### config.mk
export PLATFORM = sky130hd
export DESIGN_NAME = rxq_top
export DESIGN_NICKNAME = d
export VERILOG_FILES = /design/src/hdl/rxq_reg_pkg.sv /design/src/hdl/rxq_cfg_pkg.sv /design/src/hdl/rxq_if.sv /design/src/hdl/rxq_top.sv /design/src/hdl/rxq_csr_ctrl.sv /design/src/hdl/byte_packer.sv /design/src/hdl/read_queue.sv /design/src/hdl/sync_fifo.sv
export SDC_FILE = /design/constraint.sdc
export NUM_CORES = 1
export LEC_CHECK = 0
export BUFFER_PORTS_ARGS = -buffer_cell sky130_fd_sc_hd__buf_4
export CAP_MARGIN = 30
export CELL_PAD_IN_SITES_DETAIL_PLACEMENT = 0
export CELL_PAD_IN_SITES_GLOBAL_PLACEMENT = 1
export CORE_MARGIN = 4
export CORE_UTILIZATION = 25
export CTS_CLUSTER_DIAMETER = 40
export CTS_CLUSTER_SIZE = 14
export DETAILED_ROUTE_END_ITERATION = 16
export PLACE_DENSITY = 0.46
export SETUP_SLACK_MARGIN = 0.2
export SYNTH_ARGS = -nofsm -noshare
export SYNTH_HDL_FRONTEND = slang
export SYNTH_SLANG_ARGS = --single-unit
### constraint.sdc
create_clock -name clk_i -period 3.77 [get_ports clk_i]
set_input_delay 0 -clock clk_i [delete_from_list [all_inputs] [get_ports clk_i]]
set_output_delay 0 -clock clk_i [all_outputs]
set_load 0.03 [all_outputs]
### src/hdl/rxq_reg_pkg.sv
// Register map uses word addresses on a 5-bit byte address; unmapped addresses read as zero
`default_nettype none

package rxq_reg_pkg;

  localparam int unsigned ADR_W = 5;

  typedef enum logic [ADR_W-1:0] {
    RX_DATA = 5'h00,
    THLD    = 5'h04,
    STATUS  = 5'h08,
    CTRL    = 5'h0C,
    IRQ_EN  = 5'h10
  } rxq_reg_e;

  // THLD field positions
  localparam int unsigned THLD_START_LSB = 0;
  localparam int unsigned THLD_READY_LSB = 8;

  // STATUS bits
  localparam int unsigned ST_EMPTY = 0;
  localparam int unsigned ST_FULL = 1;
  localparam int unsigned ST_START = 2;
  localparam int unsigned ST_READY = 3;

  // CTRL and IRQ_EN bits
  localparam int unsigned CTRL_QRST = 0;
  localparam int unsigned IEN_START = 0;
  localparam int unsigned IEN_READY = 1;

  typedef enum logic [1:0] {
    IDLE,
    POP_WAIT,
    DONE
  } csr_state_e;

endpackage

`default_nettype wire

### src/hdl/rxq_cfg_pkg.sv
// Queue geometry is fixed here; CNT_W must hold 0 to QDEPTH and THLD_W must hold QDEPTH
`default_nettype none

package rxq_cfg_pkg;

  // Read queue geometry
  localparam int unsigned QDEPTH = 16;
  localparam int unsigned DATA_W = 32;

  // Byte packing
  localparam int unsigned WORD_BYTES = DATA_W / 8;
  localparam int unsigned IDX_W = $clog2(WORD_BYTES);

  // Threshold field and fill count widths
  localparam int unsigned THLD_W = 5;
  localparam int unsigned CNT_W = $clog2(QDEPTH + 1);

endpackage

`default_nettype wire
### src/hdl/rxq_if.sv
// Word transfer needs wvalid and wready high on one edge; full equals not wready
`timescale 1ns/1ps
`default_nettype none

interface qwr_if import rxq_cfg_pkg::*; ();
  logic              wvalid;
  logic              wready;
  logic [DATA_W-1:0] wdata;
  logic              full;

  modport source (output wvalid, output wdata, input wready, input full);
  modport target (input wvalid, input wdata, output wready, output full);
endinterface

interface qthld_if import rxq_cfg_pkg::*; ();
  // Driven by the register controller
  logic [THLD_W-1:0] start_thld;
  logic [THLD_W-1:0] ready_thld;
  logic              req;
  logic              reg_rst;
  // Driven by the queue
  logic [THLD_W-1:0] ready_thld_eff;
  logic              start_trig;
  logic              ready_trig;
  logic              empty;
  logic              full;
  logic              ack;
  logic [DATA_W-1:0] rdata;
  logic              reg_rst_we;

  modport ctrl (
    output start_thld, ready_thld, req, reg_rst,
    input  ready_thld_eff, start_trig, ready_trig, empty, full, ack, rdata, reg_rst_we
  );
  modport queue (
    input  start_thld, ready_thld, req, reg_rst,
    output ready_thld_eff, start_trig, ready_trig, empty, full, ack, rdata, reg_rst_we
  );
endinterface

`default_nettype wire

### src/hdl/rxq_top.sv
// Master must hold cyc, stb and address until ack; rx bytes move only while rx_ready_o is high
`timescale 1ns/1ps
`default_nettype none

module rxq_top import rxq_cfg_pkg::*; import rxq_reg_pkg::*; (
  input  wire logic              clk_i,
  input  wire logic              rst_ni,
  input  wire logic              wb_cyc_i,
  input  wire logic              wb_stb_i,
  input  wire logic              wb_we_i,
  input  wire logic [ADR_W-1:0]  wb_adr_i,
  input  wire logic [DATA_W-1:0] wb_dat_i,
  output logic [DATA_W-1:0]      wb_dat_o,
  output logic                   wb_ack_o,
  input  wire logic              rx_valid_i,
  input  wire logic [7:0]        rx_data_i,
  input  wire logic              rx_last_i,
  output logic                   rx_ready_o,
  output logic                   irq_o
);

  qwr_if   wr_bus ();
  qthld_if thld_bus ();

  byte_packer byte_packer_inst (
    .clk_i      (clk_i),
    .rst_ni     (rst_ni),
    .rx_valid_i (rx_valid_i),
    .rx_data_i  (rx_data_i),
    .rx_last_i  (rx_last_i),
    .rx_ready_o (rx_ready_o),
    .wr         (wr_bus.source)
  );

  read_queue read_queue_inst (
    .clk_i  (clk_i),
    .rst_ni (rst_ni),
    .wr     (wr_bus.target),
    .ctl    (thld_bus.queue)
  );

  rxq_csr_ctrl rxq_csr_ctrl_inst (
    .clk_i    (clk_i),
    .rst_ni   (rst_ni),
    .wb_cyc_i (wb_cyc_i),
    .wb_stb_i (wb_stb_i),
    .wb_we_i  (wb_we_i),
    .wb_adr_i (wb_adr_i),
    .wb_dat_i (wb_dat_i),
    .wb_dat_o (wb_dat_o),
    .wb_ack_o (wb_ack_o),
    .irq_o    (irq_o),
    .q        (thld_bus.ctrl)
  );

endmodule

`default_nettype wire

### src/hdl/rxq_csr_ctrl.sv
// Wishbone classic slave without sel; an aborted RX_DATA read still pops its word
`timescale 1ns/1ps
`default_nettype none

module rxq_csr_ctrl import rxq_cfg_pkg::*; import rxq_reg_pkg::*; (
  input  wire logic              clk_i,
  input  wire logic              rst_ni,
  input  wire logic              wb_cyc_i,
  input  wire logic              wb_stb_i,
  input  wire logic              wb_we_i,
  input  wire logic [ADR_W-1:0]  wb_adr_i,
  input  wire logic [DATA_W-1:0] wb_dat_i,
  output logic [DATA_W-1:0]      wb_dat_o,
  output logic                   wb_ack_o,
  output logic                   irq_o,
  qthld_if.ctrl                  q
);

  csr_state_e        state_q;
  rxq_reg_e          reg_sel;
  logic [THLD_W-1:0] start_thld_q, ready_thld_q;
  logic              ctrl_rst_q;
  logic [1:0]        irq_en_q;
  logic [DATA_W-1:0] rd_data;

  assign reg_sel      = rxq_reg_e'(wb_adr_i);
  assign q.start_thld = start_thld_q;
  assign q.ready_thld = ready_thld_q;
  assign q.reg_rst    = ctrl_rst_q;

  assign irq_o = (irq_en_q[IEN_START] & q.start_trig) | (irq_en_q[IEN_READY] & q.ready_trig);

  // Register read mux; RX_DATA here covers the empty case only
  always_comb begin
    rd_data = '0;
    case (reg_sel)
      THLD: begin
        rd_data[THLD_START_LSB +: THLD_W] = start_thld_q;
        rd_data[THLD_READY_LSB +: THLD_W] = q.ready_thld_eff;
      end
      STATUS: begin
        rd_data[ST_EMPTY] = q.empty;
        rd_data[ST_FULL]  = q.full;
        rd_data[ST_START] = q.start_trig;
        rd_data[ST_READY] = q.ready_trig;
      end
      CTRL:    rd_data[CTRL_QRST] = ctrl_rst_q;
      IRQ_EN:  rd_data[1:0] = irq_en_q;
      default: rd_data = '0;
    endcase
  end

  always_ff @(posedge clk_i or negedge rst_ni) begin
    if (!rst_ni) begin
      state_q      <= IDLE;
      wb_ack_o     <= 1'b0;
      wb_dat_o     <= '0;
      q.req        <= 1'b0;
      start_thld_q <= '0;
      ready_thld_q <= '0;
      ctrl_rst_q   <= 1'b0;
      irq_en_q     <= '0;
    end else begin
      q.req    <= 1'b0;
      wb_ack_o <= 1'b0;
      // Queue reset bit drops once the queue reports empty
      if (q.reg_rst_we) begin
        ctrl_rst_q <= 1'b0;
      end
      case (state_q)
        IDLE: begin
          if (wb_cyc_i && wb_stb_i) begin
            if (wb_we_i) begin
              case (reg_sel)
                THLD: begin
                  start_thld_q <= wb_dat_i[THLD_START_LSB +: THLD_W];
                  ready_thld_q <= wb_dat_i[THLD_READY_LSB +: THLD_W];
                end
                CTRL:    ctrl_rst_q <= wb_dat_i[CTRL_QRST];
                IRQ_EN:  irq_en_q <= wb_dat_i[1:0];
                default: ;
              endcase
              wb_ack_o <= 1'b1;
              state_q  <= DONE;
            end else if (reg_sel == RX_DATA && !q.empty) begin
              q.req   <= 1'b1;
              state_q <= POP_WAIT;
            end else begin
              wb_dat_o <= rd_data;
              wb_ack_o <= 1'b1;
              state_q  <= DONE;
            end
          end
        end
        POP_WAIT: begin
          if (q.ack) begin
            wb_dat_o <= q.rdata;
            wb_ack_o <= wb_cyc_i & wb_stb_i;
            state_q  <= DONE;
          end
        end
        DONE:    state_q <= IDLE;
        default: state_q <= IDLE;
      endcase
    end
  end

  a_ack_in_cycle: assert property (@(posedge clk_i) disable iff (!rst_ni)
    wb_ack_o |-> wb_cyc_i && wb_stb_i);

endmodule

`default_nettype wire

### src/hdl/byte_packer.sv
// Bytes fill a word little-endian; a last byte closes the word early with upper bytes zero
`timescale 1ns/1ps
`default_nettype none

module byte_packer import rxq_cfg_pkg::*; (
  input  wire logic       clk_i,
  input  wire logic       rst_ni,
  input  wire logic       rx_valid_i,
  input  wire logic [7:0] rx_data_i,
  input  wire logic       rx_last_i,
  output logic            rx_ready_o,
  qwr_if.source           wr
);

  logic              rdy_q;
  logic [IDX_W-1:0]  idx_q;
  logic [DATA_W-1:0] acc_q;
  logic [DATA_W-1:0] word_next;
  logic              wvalid_q;
  logic [DATA_W-1:0] wdata_q;
  logic              take;
  logic              close;

  // Stall input while a finished word waits on a full queue
  assign rx_ready_o = rdy_q & ~(wvalid_q & wr.full);
  assign take  = rx_valid_i & rx_ready_o;
  assign close = take & (rx_last_i | (idx_q == IDX_W'(WORD_BYTES - 1)));

  always_comb begin
    word_next = acc_q;
    word_next[{idx_q, 3'b000} +: 8] = rx_data_i;
  end

  always_ff @(posedge clk_i or negedge rst_ni) begin
    if (!rst_ni) begin
      rdy_q    <= 1'b0;
      idx_q    <= '0;
      acc_q    <= '0;
      wvalid_q <= 1'b0;
    end else begin
      rdy_q <= 1'b1;
      if (wvalid_q && wr.wready) begin
        wvalid_q <= 1'b0;
      end
      if (close) begin
        wvalid_q <= 1'b1;
        acc_q    <= '0;
        idx_q    <= '0;
      end else if (take) begin
        acc_q <= word_next;
        idx_q <= idx_q + 1'b1;
      end
    end
  end

  always_ff @(posedge clk_i) begin
    if (close) begin
      wdata_q <= word_next;
    end
  end

  assign wr.wvalid = wvalid_q;
  assign wr.wdata  = wdata_q;

  a_hold_stalled: assert property (@(posedge clk_i) disable iff (!rst_ni)
    wr.wvalid && !wr.wready |=> wr.wvalid && $stable(wr.wdata));

endmodule

`default_nettype wire

### src/hdl/read_queue.sv
// Linear thresholds only; a ready threshold of QDEPTH or more is clamped to QDEPTH-1
`timescale 1ns/1ps
`default_nettype none

module read_queue import rxq_cfg_pkg::*; (
  input wire logic clk_i,
  input wire logic rst_ni,
  qwr_if.target    wr,
  qthld_if.queue   ctl
);

  logic [CNT_W-1:0]  fifo_depth;
  logic [CNT_W-1:0]  free_entries;
  logic              fifo_rvalid;
  logic [DATA_W-1:0] fifo_rdata;
  logic              pop_q;
  logic [THLD_W-1:0] ready_thld_q;

  sync_fifo #(
    .WIDTH(DATA_W),
    .DEPTH(QDEPTH)
  ) fifo_inst (
    .clk_i    (clk_i),
    .rst_ni   (rst_ni),
    .clr_i    (ctl.reg_rst),
    .wvalid_i (wr.wvalid),
    .wready_o (wr.wready),
    .wdata_i  (wr.wdata),
    .rvalid_o (fifo_rvalid),
    .rready_i (pop_q),
    .rdata_o  (fifo_rdata),
    .depth_o  (fifo_depth),
    .full_o   (wr.full)
  );

  assign ctl.full  = wr.full;
  assign ctl.empty = (fifo_depth == '0);
  assign free_entries = CNT_W'(QDEPTH) - fifo_depth;

  // Trigger levels
  assign ctl.start_trig = (|ctl.start_thld) && (free_entries >= CNT_W'(ctl.start_thld));
  assign ctl.ready_trig = (|ready_thld_q) && (fifo_depth >= CNT_W'(ready_thld_q));
  assign ctl.ready_thld_eff = ready_thld_q;

  always_ff @(posedge clk_i or negedge rst_ni) begin
    if (!rst_ni) begin
      ready_thld_q   <= '0;
      ctl.reg_rst_we <= 1'b0;
    end else begin
      // Ready level must stay below the queue size
      ready_thld_q   <= (ctl.ready_thld >= THLD_W'(QDEPTH)) ? THLD_W'(QDEPTH - 1)
                                                             : ctl.ready_thld;
      ctl.reg_rst_we <= ctl.reg_rst & ctl.empty;
    end
  end

  // Pop handshake, held idle during a queue reset
  always_ff @(posedge clk_i or negedge rst_ni) begin
    if (!rst_ni) begin
      pop_q   <= 1'b0;
      ctl.ack <= 1'b0;
    end else if (ctl.reg_rst) begin
      pop_q   <= 1'b0;
      ctl.ack <= 1'b0;
    end else begin
      ctl.ack <= 1'b0;
      if (ctl.req) begin
        pop_q <= 1'b1;
      end
      if (pop_q && fifo_rvalid) begin
        pop_q   <= 1'b0;
        ctl.ack <= 1'b1;
      end
    end
  end

  always_ff @(posedge clk_i) begin
    if (pop_q && fifo_rvalid) begin
      ctl.rdata <= fifo_rdata;
    end
  end

  // Request is issued only for a non-empty queue, so ack follows two edges later
  a_ack_after_req: assert property (@(posedge clk_i) disable iff (!rst_ni)
    $rose(ctl.ack) |-> $past(ctl.req, 2));

endmodule

`default_nettype wire

### src/hdl/sync_fifo.sv
// No read bypass: rdata_o shows the head entry and is valid only while rvalid_o is high
`timescale 1ns/1ps
`default_nettype none

module sync_fifo #(
  parameter int unsigned WIDTH = 32,
  parameter int unsigned DEPTH = 16,
  localparam int unsigned CW = $clog2(DEPTH + 1)
) (
  input  wire logic             clk_i,
  input  wire logic             rst_ni,
  input  wire logic             clr_i,
  input  wire logic             wvalid_i,
  output logic                  wready_o,
  input  wire logic [WIDTH-1:0] wdata_i,
  output logic                  rvalid_o,
  input  wire logic             rready_i,
  output logic [WIDTH-1:0]      rdata_o,
  output logic [CW-1:0]         depth_o,
  output logic                  full_o
);

  localparam int unsigned PW = (DEPTH > 1) ? $clog2(DEPTH) : 1;

  logic [WIDTH-1:0] mem [DEPTH];
  logic [PW-1:0]    wptr_q, rptr_q;
  logic [CW-1:0]    cnt_q;
  logic             push, pop;

  assign full_o   = (cnt_q == CW'(DEPTH));
  assign wready_o = ~full_o;
  assign rvalid_o = (cnt_q != '0);
  assign rdata_o  = mem[rptr_q];
  assign depth_o  = cnt_q;

  assign push = wvalid_i & wready_o;
  assign pop  = rvalid_o & rready_i;

  always_ff @(posedge clk_i or negedge rst_ni) begin
    if (!rst_ni) begin
      wptr_q <= '0;
      rptr_q <= '0;
      cnt_q  <= '0;
    end else if (clr_i) begin
      wptr_q <= '0;
      rptr_q <= '0;
      cnt_q  <= '0;
    end else begin
      if (push) begin
        wptr_q <= (wptr_q == PW'(DEPTH - 1)) ? '0 : wptr_q + 1'b1;
      end
      if (pop) begin
        rptr_q <= (rptr_q == PW'(DEPTH - 1)) ? '0 : rptr_q + 1'b1;
      end
      case ({push, pop})
        2'b10:   cnt_q <= cnt_q + 1'b1;
        2'b01:   cnt_q <= cnt_q - 1'b1;
        default: cnt_q <= cnt_q;
      endcase
    end
  end

  // Storage
  always_ff @(posedge clk_i) begin
    if (push) begin
      mem[wptr_q] <= wdata_i;
    end
  end

  a_cnt_bound: assert property (@(posedge clk_i) disable iff (!rst_ni) cnt_q <= CW'(DEPTH));

endmodule

`default_nettype wire

==> results_tabular.tex, run 1 <==
\begin{tabular}{lr}
\hline
Metric & Value \\
\hline
\multicolumn{2}{l}{\textbf{STA}} \\
\quad Fin crit share & 0.873 \\
\quad Post-route worst setup slack & approximately 480 ps \\
\quad Number of hold violations in the final report & 0 \\
\quad Final count of pins violating max slew & 0 \\
\quad Final total negative setup slack & 0 ps \\
\quad RSZ-0062 raised after global routing & no \\
\quad Max-slew headroom & 0.331 \\
\quad Final setup fails & 0 \\
\quad Worst Max-Slew Pin Slew & between 1000 and 1500 ps \\
\quad Achievable Freq & between 300 and 400 MHz \\
\quad Final clock skew & between 20 and 30 ps \\
\quad Minimum clock period & 3290 ps \\
\multicolumn{2}{l}{\textbf{Min path}} \\
\quad Hold path cells & 3 \\
\quad Start point of the worst min-delay path & wb\_dat\_i[2] \\
\quad Class of the tightest hold or removal check & input pin to flop \\
\quad End point of the most critical hold path & rxq\_csr\_ctrl\_inst.q.start\_thld[2] \\
\multicolumn{2}{l}{\textbf{Clock tree}} \\
\quad Clock root cell & clkbuf\_16 \\
\quad TritonCTS clock tree & done \\
\quad Worst skew pair latency & roughly 660 ps \\
\quad H-Tree Level Count & 3 \\
\quad Clock buffer count from CTS & between 100 and 150 \\
\quad Number of buffers between clock root and the deepest sink & 3 \\
\quad Number of clock sinks & between 600 and 700 \\
\quad Clock slew at reported path FFs & around 50 ps \\
\quad Setup fix buffers added after clock tree synthesis & 0 \\
\multicolumn{2}{l}{\textbf{Yosys}} \\
\quad Post-synthesis cell area & $\sim$0.027 mm\^{}2 \\
\quad Portion of synthesized cell area occupied by the leading cell type & 0.641 \\
\quad Top post-synthesis cells by area & edfxtp\_1 (64\%), dfrtp\_1 (9.8\%), mux4\_2 (5.3\%) \\
\quad Mapped Nets & between 1500 and 2000 \\
\quad Post-Syn Instances & approximately 1600 \\
\quad Unique cell type count in the Yosys netlist & 53 \\
\quad Synthesized flop and latch total & 682 \\
\quad Number of warnings issued by yosys & 0 \\
\quad Fraction of registers with async set/reset & 0.155 \\
\quad Post-synth top area cell & edfxtp\_1 \\
\quad Average cell area after synthesis & $\sim$17 um\^{}2 \\
\quad Share of synthesized area occupied by flip-flops and latches & 0.739 \\
\quad Most instantiated flip-flop cell in the synthesis netlist & edfxtp\_1 \\
\quad Number of flops mapped to enable cells by yosys & between 500 and 600 \\
\multicolumn{2}{l}{\textbf{Floorplanning}} \\
\quad Number of cell rows & 120 \\
\quad Die footprint & 0.113 mm\^{}2 \\
\quad Number of primary I/O pins & 87 \\
\quad Area of the core & 0.107 mm\^{}2 \\
\quad X dimension of the die & about 340 um \\
\quad Vert. Die Dim & 337 um \\
\quad Starting density of the core & 0.252 \\
\multicolumn{2}{l}{\textbf{Layout}} \\
\quad Fill cell instance count of the final layout & around 10000 \\
\quad Commonest cells after routing, fill and taps aside & edfxtp\_1 (576), nand2\_1 (138), clkbuf\_16 (112), o21ai\_0 (107), dfrtp\_1 (103) \\
\quad Most frequent standard cell in the layout excluding fill and tap cells & edfxtp\_1 \\
\quad Share of layout cells above drive strength 1 & 0.238 \\
\quad Area growth syn-to-layout & 24.9\% \\
\quad Total Nets Final & around 1900 \\
\multicolumn{2}{l}{\textbf{Drt}} \\
\quad Initial DRC Count & 920 \\
\quad Post-DRT Antenna Nets & 0 \\
\quad DRC errors left & 0 \\
\quad Vias & between 10000 and 15000 \\
\quad Initial DRT Pass Iterations & 7 \\
\quad Post-Route WL & 74.0 mm \\
\quad Routed length per instance & 22.5 um \\
\quad Routed via count divided by cell count & between 4 and 5 \\
\multicolumn{2}{l}{\textbf{Pwr}} \\
\quad Reported leakage power & 11.4 nW \\
\quad Power per cell area & about 620 mW/mm\^{}2 \\
\quad VDD IR-drop max & between 400 and 500 uV \\
\multicolumn{2}{l}{\textbf{Placed design}} \\
\quad Final GP Congestion & $\sim$0.71 \\
\quad Final HPWL DP & 41.5 mm \\
\quad Count of input and output buffers & 64 \\
\quad Minimum setup slack after placement & between 300 and 400 ps \\
\multicolumn{2}{l}{\textbf{GRT}} \\
\quad Wire length of the first global-routing pass & $\sim$110 mm \\
\quad GRT Total Usage & 0.131 \\
\quad Via count of the first global-routing pass & between 15000 and 20000 \\
\quad Total overflow reported by the global router & 0 \\
\quad Maximum number of pins on one net before global-route repair & 62 \\
\quad Initial antenna violation count & 2 \\
\multicolumn{2}{l}{\textbf{Worst setup path}} \\
\quad Required @ worst endpoint & 4280 ps \\
\quad Critical path data arrival time & about 3800 ps \\
\quad Worst-path fanout max & 4 \\
\quad Critical path endpoint category & flop \\
\quad Setup slack on the worst flop-to-flop path & between 400 and 500 ps \\
\quad Worst r2r dst & read\_queue\_inst.fifo\_inst.depth\_o[4] \\
\quad Classification of the worst setup path & flop to flop \\
\quad Startpoint type of the worst setup path & flop \\
\quad Worst R2R Start & read\_queue\_inst.fifo\_inst.depth\_o[0] \\
\quad Worst reg2reg path depth & 14 \\
\multicolumn{2}{l}{\textbf{Job}} \\
\quad Number of violations of the max-capacitance limit & 0 \\
\multicolumn{2}{l}{\textbf{Run status}} \\
\quad Outcome & completed \\
\hline
\end{tabular}
-- timing repair --
action	CTS	global route
hold buffers	40	0
gates resized for setup	0	3
endpoints found under the setup margin	0	14
endpoints found under the hold margin	199	0
-- cell type report --
| class | count | area [um^2] | share of cell area |
|---|---|---|---|
| Sequential cell | 682 | 20000 | 0.592 |
| Timing Repair Buffer | 157 | 1480 | 0.0437 |
| Clock inverter | 79 | 915 | 0.0271 |
| Multi-Input combinational cell | 791 | 6550 | 0.194 |
| Inverter | 54 | 206 | 0.00612 |
| Clock buffer | 124 | 2850 | 0.0845 |
| Antenna cell | 3 | 7.51 | 0.000223 |
| Tap cell | 1403 | 1760 | 0.0521 |
-- cell families (layout without fill, tap and decap cells) --
logic type,count (synthesis),in the layout,synth area share
flip-flops,682,682,0.739
AO/OA/AOI/OAI,278,278,0.0665
AND/OR/NAND/NOR,268,268,0.0448
multiplexers,209,209,0.109
buffers and inverters,133,414,0.0248
adder cells (fa/ha/maj),28,28,0.0133
XOR/XNOR,6,6,0.00195
other,2,5,0.000278
-- cells in the mapped netlist, drive strengths merged, types with 4 or more instances --
cell / number
a21oi: 50
a221oi: 35
a22o: 34
a22oi: 32
a31oi: 9
and2: 4
buf: 46
clkbuf: 33
dfrtp: 106
edfxtp: 576
ha: 27
inv: 54
mux2: 47
mux2i: 98
mux4: 64
nand2: 141
nand2b: 4
nand3: 35
nor2: 42
nor2b: 9
nor3: 12
o21ai: 108
or2: 4
or3: 4
-- metrics by stage --
stage	hold slack, ps	cells	util	power, mW	cell area (um^2)
2_1_floorplan	-296	1606	-	10.1	27000
3_3_place_gp	-10.8	3047	0.275	10.8	29500
3_5_place_dp	-3.97	3047	0.275	10.8	29500
4_1_cts	105	3290	0.314	21.1	33700
5_1_grt	122	3290	0.314	21.6	33700
6_report	148	3293	0.315	20.8	33700
-- metal layers --
layer	track usage	up-vias	routed length, um
met5	0	-	11
met4	0.0370	2	1880
met3	0.0286	126	3810
met1	0.183	7638	34800
li1	-	6652	-
met2	0.205	344	33500
-- power by group --
| group | switching, mW | total (mW) | internal [mW] |
|---|---|---|---|
| Combinational | 1.06 | 1.90 | 0.838 |
| Sequential | 0.279 | 8.73 | 8.45 |
| Clock | 3.60 | 10.1 | 6.54 |
| Total | 4.94 | 20.8 | 15.8 |
-- sequential cells by signal, summed over array words and instances (netlist names), 2 cells and up --
name / count
read_queue_inst.fifo_inst.mem: 512
byte_packer_inst.acc_q: 32
byte_packer_inst.wr.wdata: 32
read_queue_inst.ctl.rdata: 32
rxq_csr_ctrl_inst.wb_dat_o: 32
read_queue_inst.ctl.ready_thld_eff: 5
read_queue_inst.fifo_inst.depth_o: 5
rxq_csr_ctrl_inst.q.ready_thld: 5
rxq_csr_ctrl_inst.q.start_thld: 5
read_queue_inst.fifo_inst.rptr_q: 4
read_queue_inst.fifo_inst.wptr_q: 4
byte_packer_inst.idx_q: 2
rxq_csr_ctrl_inst.irq_en_q: 2
rxq_csr_ctrl_inst.state_q: 2
-- worst max-delay path: stages (launching register included) --
cell and delay (ps):
dfrtp_1 410, inv_1 170, ha_1 200, nor3b_2 230
ha_1 310, nor2b_1 90, inv_1 150, ha_4 170
inv_1 70, fa_1 390, nor2b_1 160, o21ai_1 110
nand3_1 90, or3b_1 350, mux2_2 270
-- how the worst max path moves through the flow --
| stage | start | end | slack [ps] | depth (start not counted) |
|---|---|---|---|---|
| finish | read_queue_inst.fifo_inst.depth_o[0] | read_queue_inst.fifo_inst.depth_o[4] | 480 | 14 |
| global route | read_queue_inst.fifo_inst.depth_o[0] | byte_packer_inst.acc_q[24] | 240 | 10 |
| CTS | read_queue_inst.fifo_inst.depth_o[0] | read_queue_inst.fifo_inst.depth_o[4] | 280 | 13 |
| detailed placement | read_queue_inst.fifo_inst.depth_o[0] | read_queue_inst.fifo_inst.depth_o[4] | 310 | 13 |
| global placement | read_queue_inst.fifo_inst.depth_o[0] | read_queue_inst.fifo_inst.depth_o[4] | 330 | 13 |
| floorplan | read_queue_inst.fifo_inst.depth_o[0] | read_queue_inst.fifo_inst.depth_o[4] | 110 | 13 |
(Power assumes the default switching activity.)
==> inputs of run 2 (changes only) <==
--- a/config.mk
+++ b/config.mk
@@ -15,6 +15,7 @@
 export CTS_CLUSTER_SIZE = 14
 export DETAILED_ROUTE_END_ITERATION = 16
 export PLACE_DENSITY = 0.46
+export RECOVER_POWER = 50
 export SETUP_SLACK_MARGIN = 0.2
 export SYNTH_ARGS = -nofsm -noshare
 export SYNTH_HDL_FRONTEND = slang
==> run 2 against run 1 <==
Effect of this change: the flow now finishes with violations (max-capacitance violations, max-slew violations); routed wire length grew 0.16%; utilization is 0.15 points lower; total power is 0.34% lower; via count increased by 0.34%; combinational power shrank 4%; worst setup slack worse by 12 ps; worst hold slack better by 0.69 ps; critical endpoint unchanged.
==> results_tabular.tex, run 2 (synthesis results as in run 1) <==
\begin{tabular}{lr}
\hline
Metric & Value \\
\hline
\multicolumn{2}{l}{\textbf{Layout}} \\
\quad Storage element area & roughly 0.020 mm\^{}2 \\
\quad Fill cell instance count of the final layout & roughly 11000 \\
\quad Most frequent standard cell in the layout excluding fill and tap cells & edfxtp\_1 \\
\quad Flip-flop count of the largest register after layout & approximately 510 \\
\quad Area of the multi-input gates & $\sim$0.0065 mm\^{}2 \\
\quad Area growth syn-to-layout & 24.3\% \\
\quad Largest Register & read\_queue\_inst.fifo\_inst.mem \\
\quad Commonest cells after routing, fill and taps aside & edfxtp\_1 (576), nand2\_1 (139), clkbuf\_16 (112), o21ai\_0 (107), dfrtp\_1 (103) \\
\quad Share of layout cells above drive strength 1 & 0.216 \\
\quad Total Nets Final & 1875 \\
\quad Non-filler cells in the finished layout & about 3300 \\
\multicolumn{2}{l}{\textbf{Worst setup path}} \\
\quad Critical path endpoint category & flop \\
\quad Startpoint type of the worst setup path & flop \\
\quad Worst R2R Start & read\_queue\_inst.fifo\_inst.depth\_o[0] \\
\quad Required @ worst endpoint & approximately 4300 ps \\
\quad Worst-path fanout max & 4 \\
\quad Classification of the worst setup path & flop to flop \\
\quad Critical path data arrival time & approximately 3800 ps \\
\quad Critical path origin & read\_queue\_inst.fifo\_inst.depth\_o[0] \\
\multicolumn{2}{l}{\textbf{Floorplanning}} \\
\quad Vert. Die Dim & 337 um \\
\quad Number of cell rows & between 100 and 150 \\
\quad Die footprint & 0.113 mm\^{}2 \\
\quad Area of the core & 0.107 mm\^{}2 \\
\quad Number of primary I/O pins & between 80 and 90 \\
\quad X dimension of the die & between 300 and 400 um \\
\quad Starting density of the core & 0.252 \\
\multicolumn{2}{l}{\textbf{STA}} \\
\quad Final count of pins violating max slew & 26 \\
\quad Final clock skew & around 30 ps \\
\quad Worst Max-Slew Pin Slew & 1950 ps \\
\quad Max-slew headroom & -0.303 \\
\quad Fin crit share & 0.876 \\
\quad Achievable Freq & just over 300 MHz \\
\quad Worst Hold Slack & approximately 150 ps \\
\quad Number of hold violations in the final report & 0 \\
\quad RSZ-0062 raised after global routing & no \\
\quad Final setup fails & 0 \\
\quad Minimum clock period & between 3000 and 4000 ps \\
\quad Final total negative setup slack & 0 ps \\
\multicolumn{2}{l}{\textbf{GRT}} \\
\quad Via count of the first global-routing pass & 15400 \\
\quad GRT Total Usage & 0.131 \\
\quad Total overflow reported by the global router & 0 \\
\quad Initial antenna violation count & 2 \\
\quad Maximum number of pins on one net before global-route repair & 62 \\
\quad Wire length of the first global-routing pass & about 110 mm \\
\multicolumn{2}{l}{\textbf{Min path}} \\
\quad Class of the tightest hold or removal check & input pin to flop \\
\quad Start point of the worst min-delay path & wb\_dat\_i[10] \\
\multicolumn{2}{l}{\textbf{Drt}} \\
\quad Post-Route WL & approximately 74 mm \\
\quad Routed length per instance & 22.5 um \\
\quad Initial DRT Pass Iterations & 7 \\
\quad Vias & 14800 \\
\quad Initial DRC Count & $\sim$950 \\
\quad Post-DRT Antenna Nets & 0 \\
\quad Routed via count divided by cell count & around 4.5 \\
\quad DRC errors left & 0 \\
\multicolumn{2}{l}{\textbf{Placed design}} \\
\quad Placed cells & just over 3000 \\
\quad Final HPWL DP & around 42 mm \\
\quad Count of input and output buffers & 64 \\
\quad Final GP Congestion & slightly above 0.7 \\
\multicolumn{2}{l}{\textbf{Pwr}} \\
\quad Reported leakage power & 11.2 nW \\
\quad Share of total power in sequential cells & 0.422 \\
\quad Power dissipated by switching net loads & 4.94 mW \\
\quad Proportion of power drawn by combinational gates & 0.088 \\
\quad Clk network pwr share & 0.490 \\
\quad P\_int & 15.8 mW \\
\quad Switching power share of the total & 0.239 \\
\quad Power per cell area & around 620 mW/mm\^{}2 \\
\quad VDD IR-drop max & 398 uV \\
\multicolumn{2}{l}{\textbf{Clock tree}} \\
\quad Number of clock sinks & roughly 680 \\
\quad Clock slew at reported path FFs & approximately 50 ps \\
\quad Number of buffers between clock root and the deepest sink & 3 \\
\quad Worst skew pair latency & between 600 and 700 ps \\
\quad TritonCTS clock tree & done \\
\quad Clock root cell & clkbuf\_16 \\
\quad Clock buffer count from CTS & approximately 110 \\
\quad H-Tree Level Count & 3 \\
\multicolumn{2}{l}{\textbf{Run status}} \\
\quad Violated checks & max-capacitance violations, max-slew violations \\
\quad Outcome & finished with violations \\
\multicolumn{2}{l}{\textbf{Job}} \\
\quad Number of violations of the max-capacitance limit & 1 \\
\hline
\end{tabular}
run 2: timing repair:
item	4_1_cts	5_1_grt
resized for setup	0	3
setup endpoints to repair	0	14
hold buffers	40	0
hold endpoints to repair	199	0
buffers inserted	0	0
run 2: critical path: stages, from the launching register on:
cell,delay (ps)
dfrtp_1,410
inv_1,170
ha_1,200
nor3b_2,220
ha_1,320
nor2b_1,90
inv_1,150
ha_4,170
inv_1,70
fa_1,390
nor2b_1,160
o21ai_1,110
nand3_1,90
or3b_1,350
mux2_2,270
run 2: routing by layer:
metal	vias to the layer above	GRT usage	wire length, um
met4	2	0.0370	1880
met1	7663	0.183	34700
li1	6656	-	-
met3	126	0.0286	4010
met2	365	0.205	33500
met5	-	0	10
run 2: final timing paths:
check | endpoint | slack [ps] | cells after the start
max | read_queue_inst.fifo_inst.depth_o[4] | 470 | 14
min | rxq_csr_ctrl_inst.q.ready_thld[2] | 150 | 3
max reg2reg | read_queue_inst.fifo_inst.depth_o[4] | 470 | 14
min reg2reg | rxq_csr_ctrl_inst.wb_dat_o[19] | 460 | 2
max in group asynchronous | rxq_csr_ctrl_inst.state_q[0] | 870 | 4
min in group asynchronous | byte_packer_inst.acc_q[20] | 1050 | 4
run 2: final cells by class:
cell class              instances  share of cell area
clock inverters                79              0.0273
inverters                      54             0.00615
well taps                    1403              0.0523
multi-input cells             791               0.195
flip-flops and latches        682               0.595
repair buffers                157              0.0395
clock buffers                 124              0.0848
diodes                          3            0.000224
run 2: power by group through the flow:
stage          registers, mW  clock network [mW]  logic [mW]
6_report                8.73                10.1        1.83
4_1_cts                 8.73                10.4        1.94
5_1_grt                 8.77                10.8        2.04
2_1_floorplan           8.85                   0        1.25
3_3_place_gp            8.87                   0        1.88
3_5_place_dp            8.88                   0        1.89
run 2: through the flow:
| step | power [mW] | worst slack, ps | util | instance area [um^2] |
|---|---|---|---|---|
| after global routing | 21.6 | 236 | 0.313 | 33600 |
| after detailed placement | 10.8 | 314 | 0.275 | 29500 |
| final | 20.7 | 467 | 0.313 | 33600 |
| after floorplan | 10.1 | 106 | - | 27000 |
| after global placement | 10.8 | 335 | 0.275 | 29500 |
| after CTS | 21.1 | 283 | 0.314 | 33700 |
==> inputs of run 3 (changes only) <==
--- a/config.mk
+++ b/config.mk
@@ -19,4 +19,5 @@
 export SETUP_SLACK_MARGIN = 0.2
 export SYNTH_ARGS = -nofsm -noshare
 export SYNTH_HDL_FRONTEND = slang
+export SYNTH_HIERARCHICAL = 1
 export SYNTH_SLANG_ARGS = --single-unit
==> run 3 against run 2 <==
Effect of this change: the run still ends with max-capacitance violations, max-slew violations left; sequential cell count stayed put; final cell count is 0.33% lower; total power is 1.2% higher; count of clock-buffer cells in the layout is 2 higher; synthesized area is 0.69% higher; worst setup slack better by 120 ps; clock skew is 2.0 ps higher; combinational power is 13% lower.
==> results_tabular.tex, run 3 <==
\begin{tabular}{lr}
\hline
Metric & Value \\
\hline
\multicolumn{2}{l}{\textbf{Worst setup path}} \\
\quad Required @ worst endpoint & 4260 ps \\
\quad Worst reg2reg path depth & 9 \\
\quad Critical path data arrival time & 3670 ps \\
\quad Startpoint type of the worst setup path & flop \\
\quad Worst-path fanout max & 11 \\
\quad Critical path endpoint category & flop \\
\quad Setup slack on the worst flop-to-flop path & around 580 ps \\
\quad Worst R2R Start & read\_queue\_inst/fifo\_inst/depth\_o[1] \\
\quad Worst r2r dst & byte\_packer\_inst/acc\_q[30] \\
\quad Classification of the worst setup path & flop to flop \\
\multicolumn{2}{l}{\textbf{Pwr}} \\
\quad Power per cell area & 616 mW/mm\^{}2 \\
\quad VDD IR-drop max & around 330 uV \\
\quad Switching power share of the total & 0.232 \\
\quad P\_int & between 15 and 20 mW \\
\quad Proportion of power drawn by combinational gates & 0.076 \\
\quad Reported leakage power & 11.3 nW \\
\quad Clk network pwr share & 0.508 \\
\quad Share of total power in sequential cells & 0.416 \\
\quad Power dissipated by switching net loads & $\sim$4.9 mW \\
\multicolumn{2}{l}{\textbf{STA}} \\
\quad Final total negative setup slack & 0 ps \\
\quad Max-slew headroom & -0.476 \\
\quad Final setup fails & 0 \\
\quad Achievable Freq & between 300 and 400 MHz \\
\quad Minimum clock period & around 3200 ps \\
\quad Number of hold violations in the final report & 0 \\
\quad RSZ-0062 raised after global routing & no \\
\quad Fin crit share & 0.845 \\
\quad Final clock skew & about 32 ps \\
\quad Final count of pins violating max slew & between 80 and 90 \\
\quad Worst Max-Slew Pin Slew & $\sim$2200 ps \\
\quad Post-route worst setup slack & $\sim$580 ps \\
\multicolumn{2}{l}{\textbf{Job}} \\
\quad Number of violations of the max-capacitance limit & 3 \\
\multicolumn{2}{l}{\textbf{Yosys}} \\
\quad Post-synth top area cell & edfxtp\_1 \\
\quad Post-Syn Instances & about 1600 \\
\quad Arithmetic-cell share of the synthesized area counting full adders, half adders and majority gates & 0.0110 \\
\quad Synthesized flop and latch total & approximately 680 \\
\quad Most instantiated flip-flop cell in the synthesis netlist & edfxtp\_1 \\
\quad Post-synthesis cell area & between 0.02 and 0.03 mm\^{}2 \\
\quad Number of warnings issued by yosys & 6 \\
\quad Top post-synthesis cells by area & edfxtp\_1 (64\%), dfrtp\_1 (9.8\%), mux4\_2 (5.3\%) \\
\quad Fraction of registers with async set/reset & 0.155 \\
\quad Number of flops mapped to enable cells by yosys & about 580 \\
\quad Xor and xnor fraction of the mapped netlist area & 0.00258 \\
\quad Average cell area after synthesis & between 15 and 20 um\^{}2 \\
\quad Complex-gate fraction of the synthesized area & 0.0773 \\
\quad Mapped Nets & 1668 \\
\quad Largest family of logic cells by synthesized area & multiplexers \\
\quad Mux contribution to synthesized area & 0.111 \\
\quad Unique cell type count in the Yosys netlist & between 70 and 80 \\
\quad Area fraction in and, or, nand and nor cells after synthesis & 0.0439 \\
\quad Share of synthesized area occupied by flip-flops and latches & 0.734 \\
\quad Commonest cells in the netlist & edfxtp\_1 (576), nand2\_1 (116), o21ai\_0 (107) \\
\quad Most repeated cell in the gate-level netlist after synthesis & edfxtp\_1 \\
\quad Portion of synthesized cell area occupied by the leading cell type & 0.636 \\
\multicolumn{2}{l}{\textbf{Floorplanning}} \\
\quad Die footprint & 0.114 mm\^{}2 \\
\quad Area of the core & between 0.1 and 0.15 mm\^{}2 \\
\quad Number of primary I/O pins & 87 \\
\quad Vert. Die Dim & 338 um \\
\quad X dimension of the die & roughly 340 um \\
\quad Starting density of the core & 0.253 \\
\quad Number of cell rows & 120 \\
\multicolumn{2}{l}{\textbf{Placed design}} \\
\quad Placed cells & about 3000 \\
\quad Area of placed instances & between 0.02 and 0.03 mm\^{}2 \\
\quad Minimum setup slack after placement & 670 ps \\
\quad Final HPWL DP & a little over 40 mm \\
\quad Final GP Congestion & approximately 0.73 \\
\quad Count of input and output buffers & 64 \\
\multicolumn{2}{l}{\textbf{Run status}} \\
\quad Outcome & finished with violations \\
\quad Violated checks & max-capacitance violations, max-slew violations \\
\multicolumn{2}{l}{\textbf{Min path}} \\
\quad Class of the tightest hold or removal check & input pin to flop \\
\quad Hold path cells & 3 \\
\quad Start point of the worst min-delay path & wb\_dat\_i[1] \\
\quad End point of the most critical hold path & rxq\_csr\_ctrl\_inst/q.start\_thld[1] \\
\multicolumn{2}{l}{\textbf{Layout}} \\
\quad Share of layout cells above drive strength 1 & 0.220 \\
\quad Area growth syn-to-layout & 25.1\% \\
\quad Largest Register & read\_queue\_inst/fifo\_inst/mem \\
\quad Area of the multi-input gates & 0.00679 mm\^{}2 \\
\quad Total Nets Final & between 1500 and 2000 \\
\quad Fill cell instance count of the final layout & between 10000 and 15000 \\
\quad Flip-flop count of the largest register after layout & roughly 510 \\
\quad Final standard cell area without fillers & around 0.034 mm\^{}2 \\
\quad Non-filler cells in the finished layout & about 3300 \\
\quad Most frequent standard cell in the layout excluding fill and tap cells & edfxtp\_1 \\
\quad Storage element area & 0.0200 mm\^{}2 \\
\quad Commonest cells after routing, fill and taps aside & edfxtp\_1 (576), nand2\_1 (117), clkbuf\_16 (112), o21ai\_0 (107), dfrtp\_1 (103) \\
\multicolumn{2}{l}{\textbf{GRT}} \\
\quad Wire length of the first global-routing pass & $\sim$110 mm \\
\quad Total overflow reported by the global router & 0 \\
\quad Maximum number of pins on one net before global-route repair & between 60 and 70 \\
\quad Via count of the first global-routing pass & roughly 15000 \\
\quad GRT Total Usage & 0.129 \\
\quad Initial antenna violation count & 5 \\
\multicolumn{2}{l}{\textbf{Drt}} \\
\quad Post-Route WL & approximately 73 mm \\
\quad Initial DRC Count & slightly above 900 \\
\quad Initial DRT Pass Iterations & 5 \\
\quad Vias & between 10000 and 15000 \\
\quad Routed via count divided by cell count & 4.50 \\
\quad Routed length per instance & $\sim$22 um \\
\quad Post-DRT Antenna Nets & 0 \\
\quad DRC errors left & 0 \\
\multicolumn{2}{l}{\textbf{Clock tree}} \\
\quad H-Tree Level Count & 3 \\
\quad Clock buffer count from CTS & 112 \\
\quad Clock root cell & clkbuf\_16 \\
\quad Worst skew pair latency & 650 ps \\
\quad Number of buffers between clock root and the deepest sink & 3 \\
\quad Post-CTS sizing & 0 \\
\quad TritonCTS clock tree & done \\
\quad Clock slew at reported path FFs & approximately 50 ps \\
\quad Number of clock sinks & 682 \\
\hline
\end{tabular}
-- run 3: worst max-delay path: stages, from the launching register on --
cell and delay (ps):
dfrtp_1 510, nor4_1 660, nand2_1 120, buf_4 170, inv_1 100, a21bo_2 310, clkinv_1 350, nand4_1 190
dlygate4sd3_1 560, a21oi_1 60
-- run 3: stage by stage --
step | util | power, mW | hold slack, ps
final | 0.316 | 20.9 | 187
after global routing | 0.316 | 21.8 | 155
after CTS | 0.318 | 21.3 | 120
after detailed placement | 0.277 | 10.5 | 75.8
after global placement | 0.277 | 10.5 | 55.8
after floorplan | - | 9.88 | -296
-- run 3: repair_timing --
| action | CTS | global route |
|---|---|---|
| buffers inserted | 0 | 0 |
| hold buffers | 46 | 0 |
| endpoints found under the hold margin | 142 | 0 |
-- run 3: worst max-delay path by stage --
stage / from / end / cells after the start
6_report: read_queue_inst/fifo_inst/depth_o[1] / byte_packer_inst/acc_q[30] / 9
5_1_grt: rst_ni / rxq_csr_ctrl_inst/wb_dat_o[18] / 4
4_1_cts: read_queue_inst/fifo_inst/depth_o[1] / rx_ready_o / 7
3_5_place_dp: read_queue_inst/fifo_inst/depth_o[1] / byte_packer_inst/idx_q[1] / 8
3_3_place_gp: read_queue_inst/fifo_inst/depth_o[1] / byte_packer_inst/idx_q[1] / 8
2_1_floorplan: read_queue_inst/fifo_inst/depth_o[2] / read_queue_inst/fifo_inst/mem[7][0] / 4
-- run 3: cell type report --
class,count,share of cell area
sequential,682,0.587
tap,1403,0.0516
antenna,1,0.0000736
multi-input combinational,790,0.200
inverter,39,0.00430
clock buffer,126,0.0857
clock inverter,84,0.0309
timing repair buffer,157,0.0408
-- run 3: kinds of logic (layout without fill, tap and decap cells) --
| group | count (synthesis) | count (layout) |
|---|---|---|
| buffers and inverters | 120 | 406 |
| XOR/XNOR | 8 | 8 |
| AO/OA/AOI/OAI | 312 | 312 |
| multiplexers | 211 | 211 |
| AND/OR/NAND/NOR | 233 | 233 |
| adder cells (fa/ha/maj) | 24 | 24 |
| other | 2 | 3 |
| flip-flops | 682 | 682 |
-- run 3: power groups by stage --
stage	Clock (mW)	Sequential, mW	Combinational [mW]
5_1_grt	11.3	8.75	1.77
3_3_place_gp	0	8.85	1.60
4_1_cts	10.9	8.72	1.65
6_report	10.6	8.72	1.59
2_1_floorplan	0	8.74	1.15
3_5_place_dp	0	8.87	1.60
-- run 3: layer usage --
layer / vias up / part of all wire / global-route usage
li1: 6717 / - / -
met3: 117 / 0.041 / 0.0240
met1: 7644 / 0.48 / 0.179
met2: 292 / 0.46 / 0.207
met5: - / 0.00016 / 0
met4: 2 / 0.021 / 0.0355
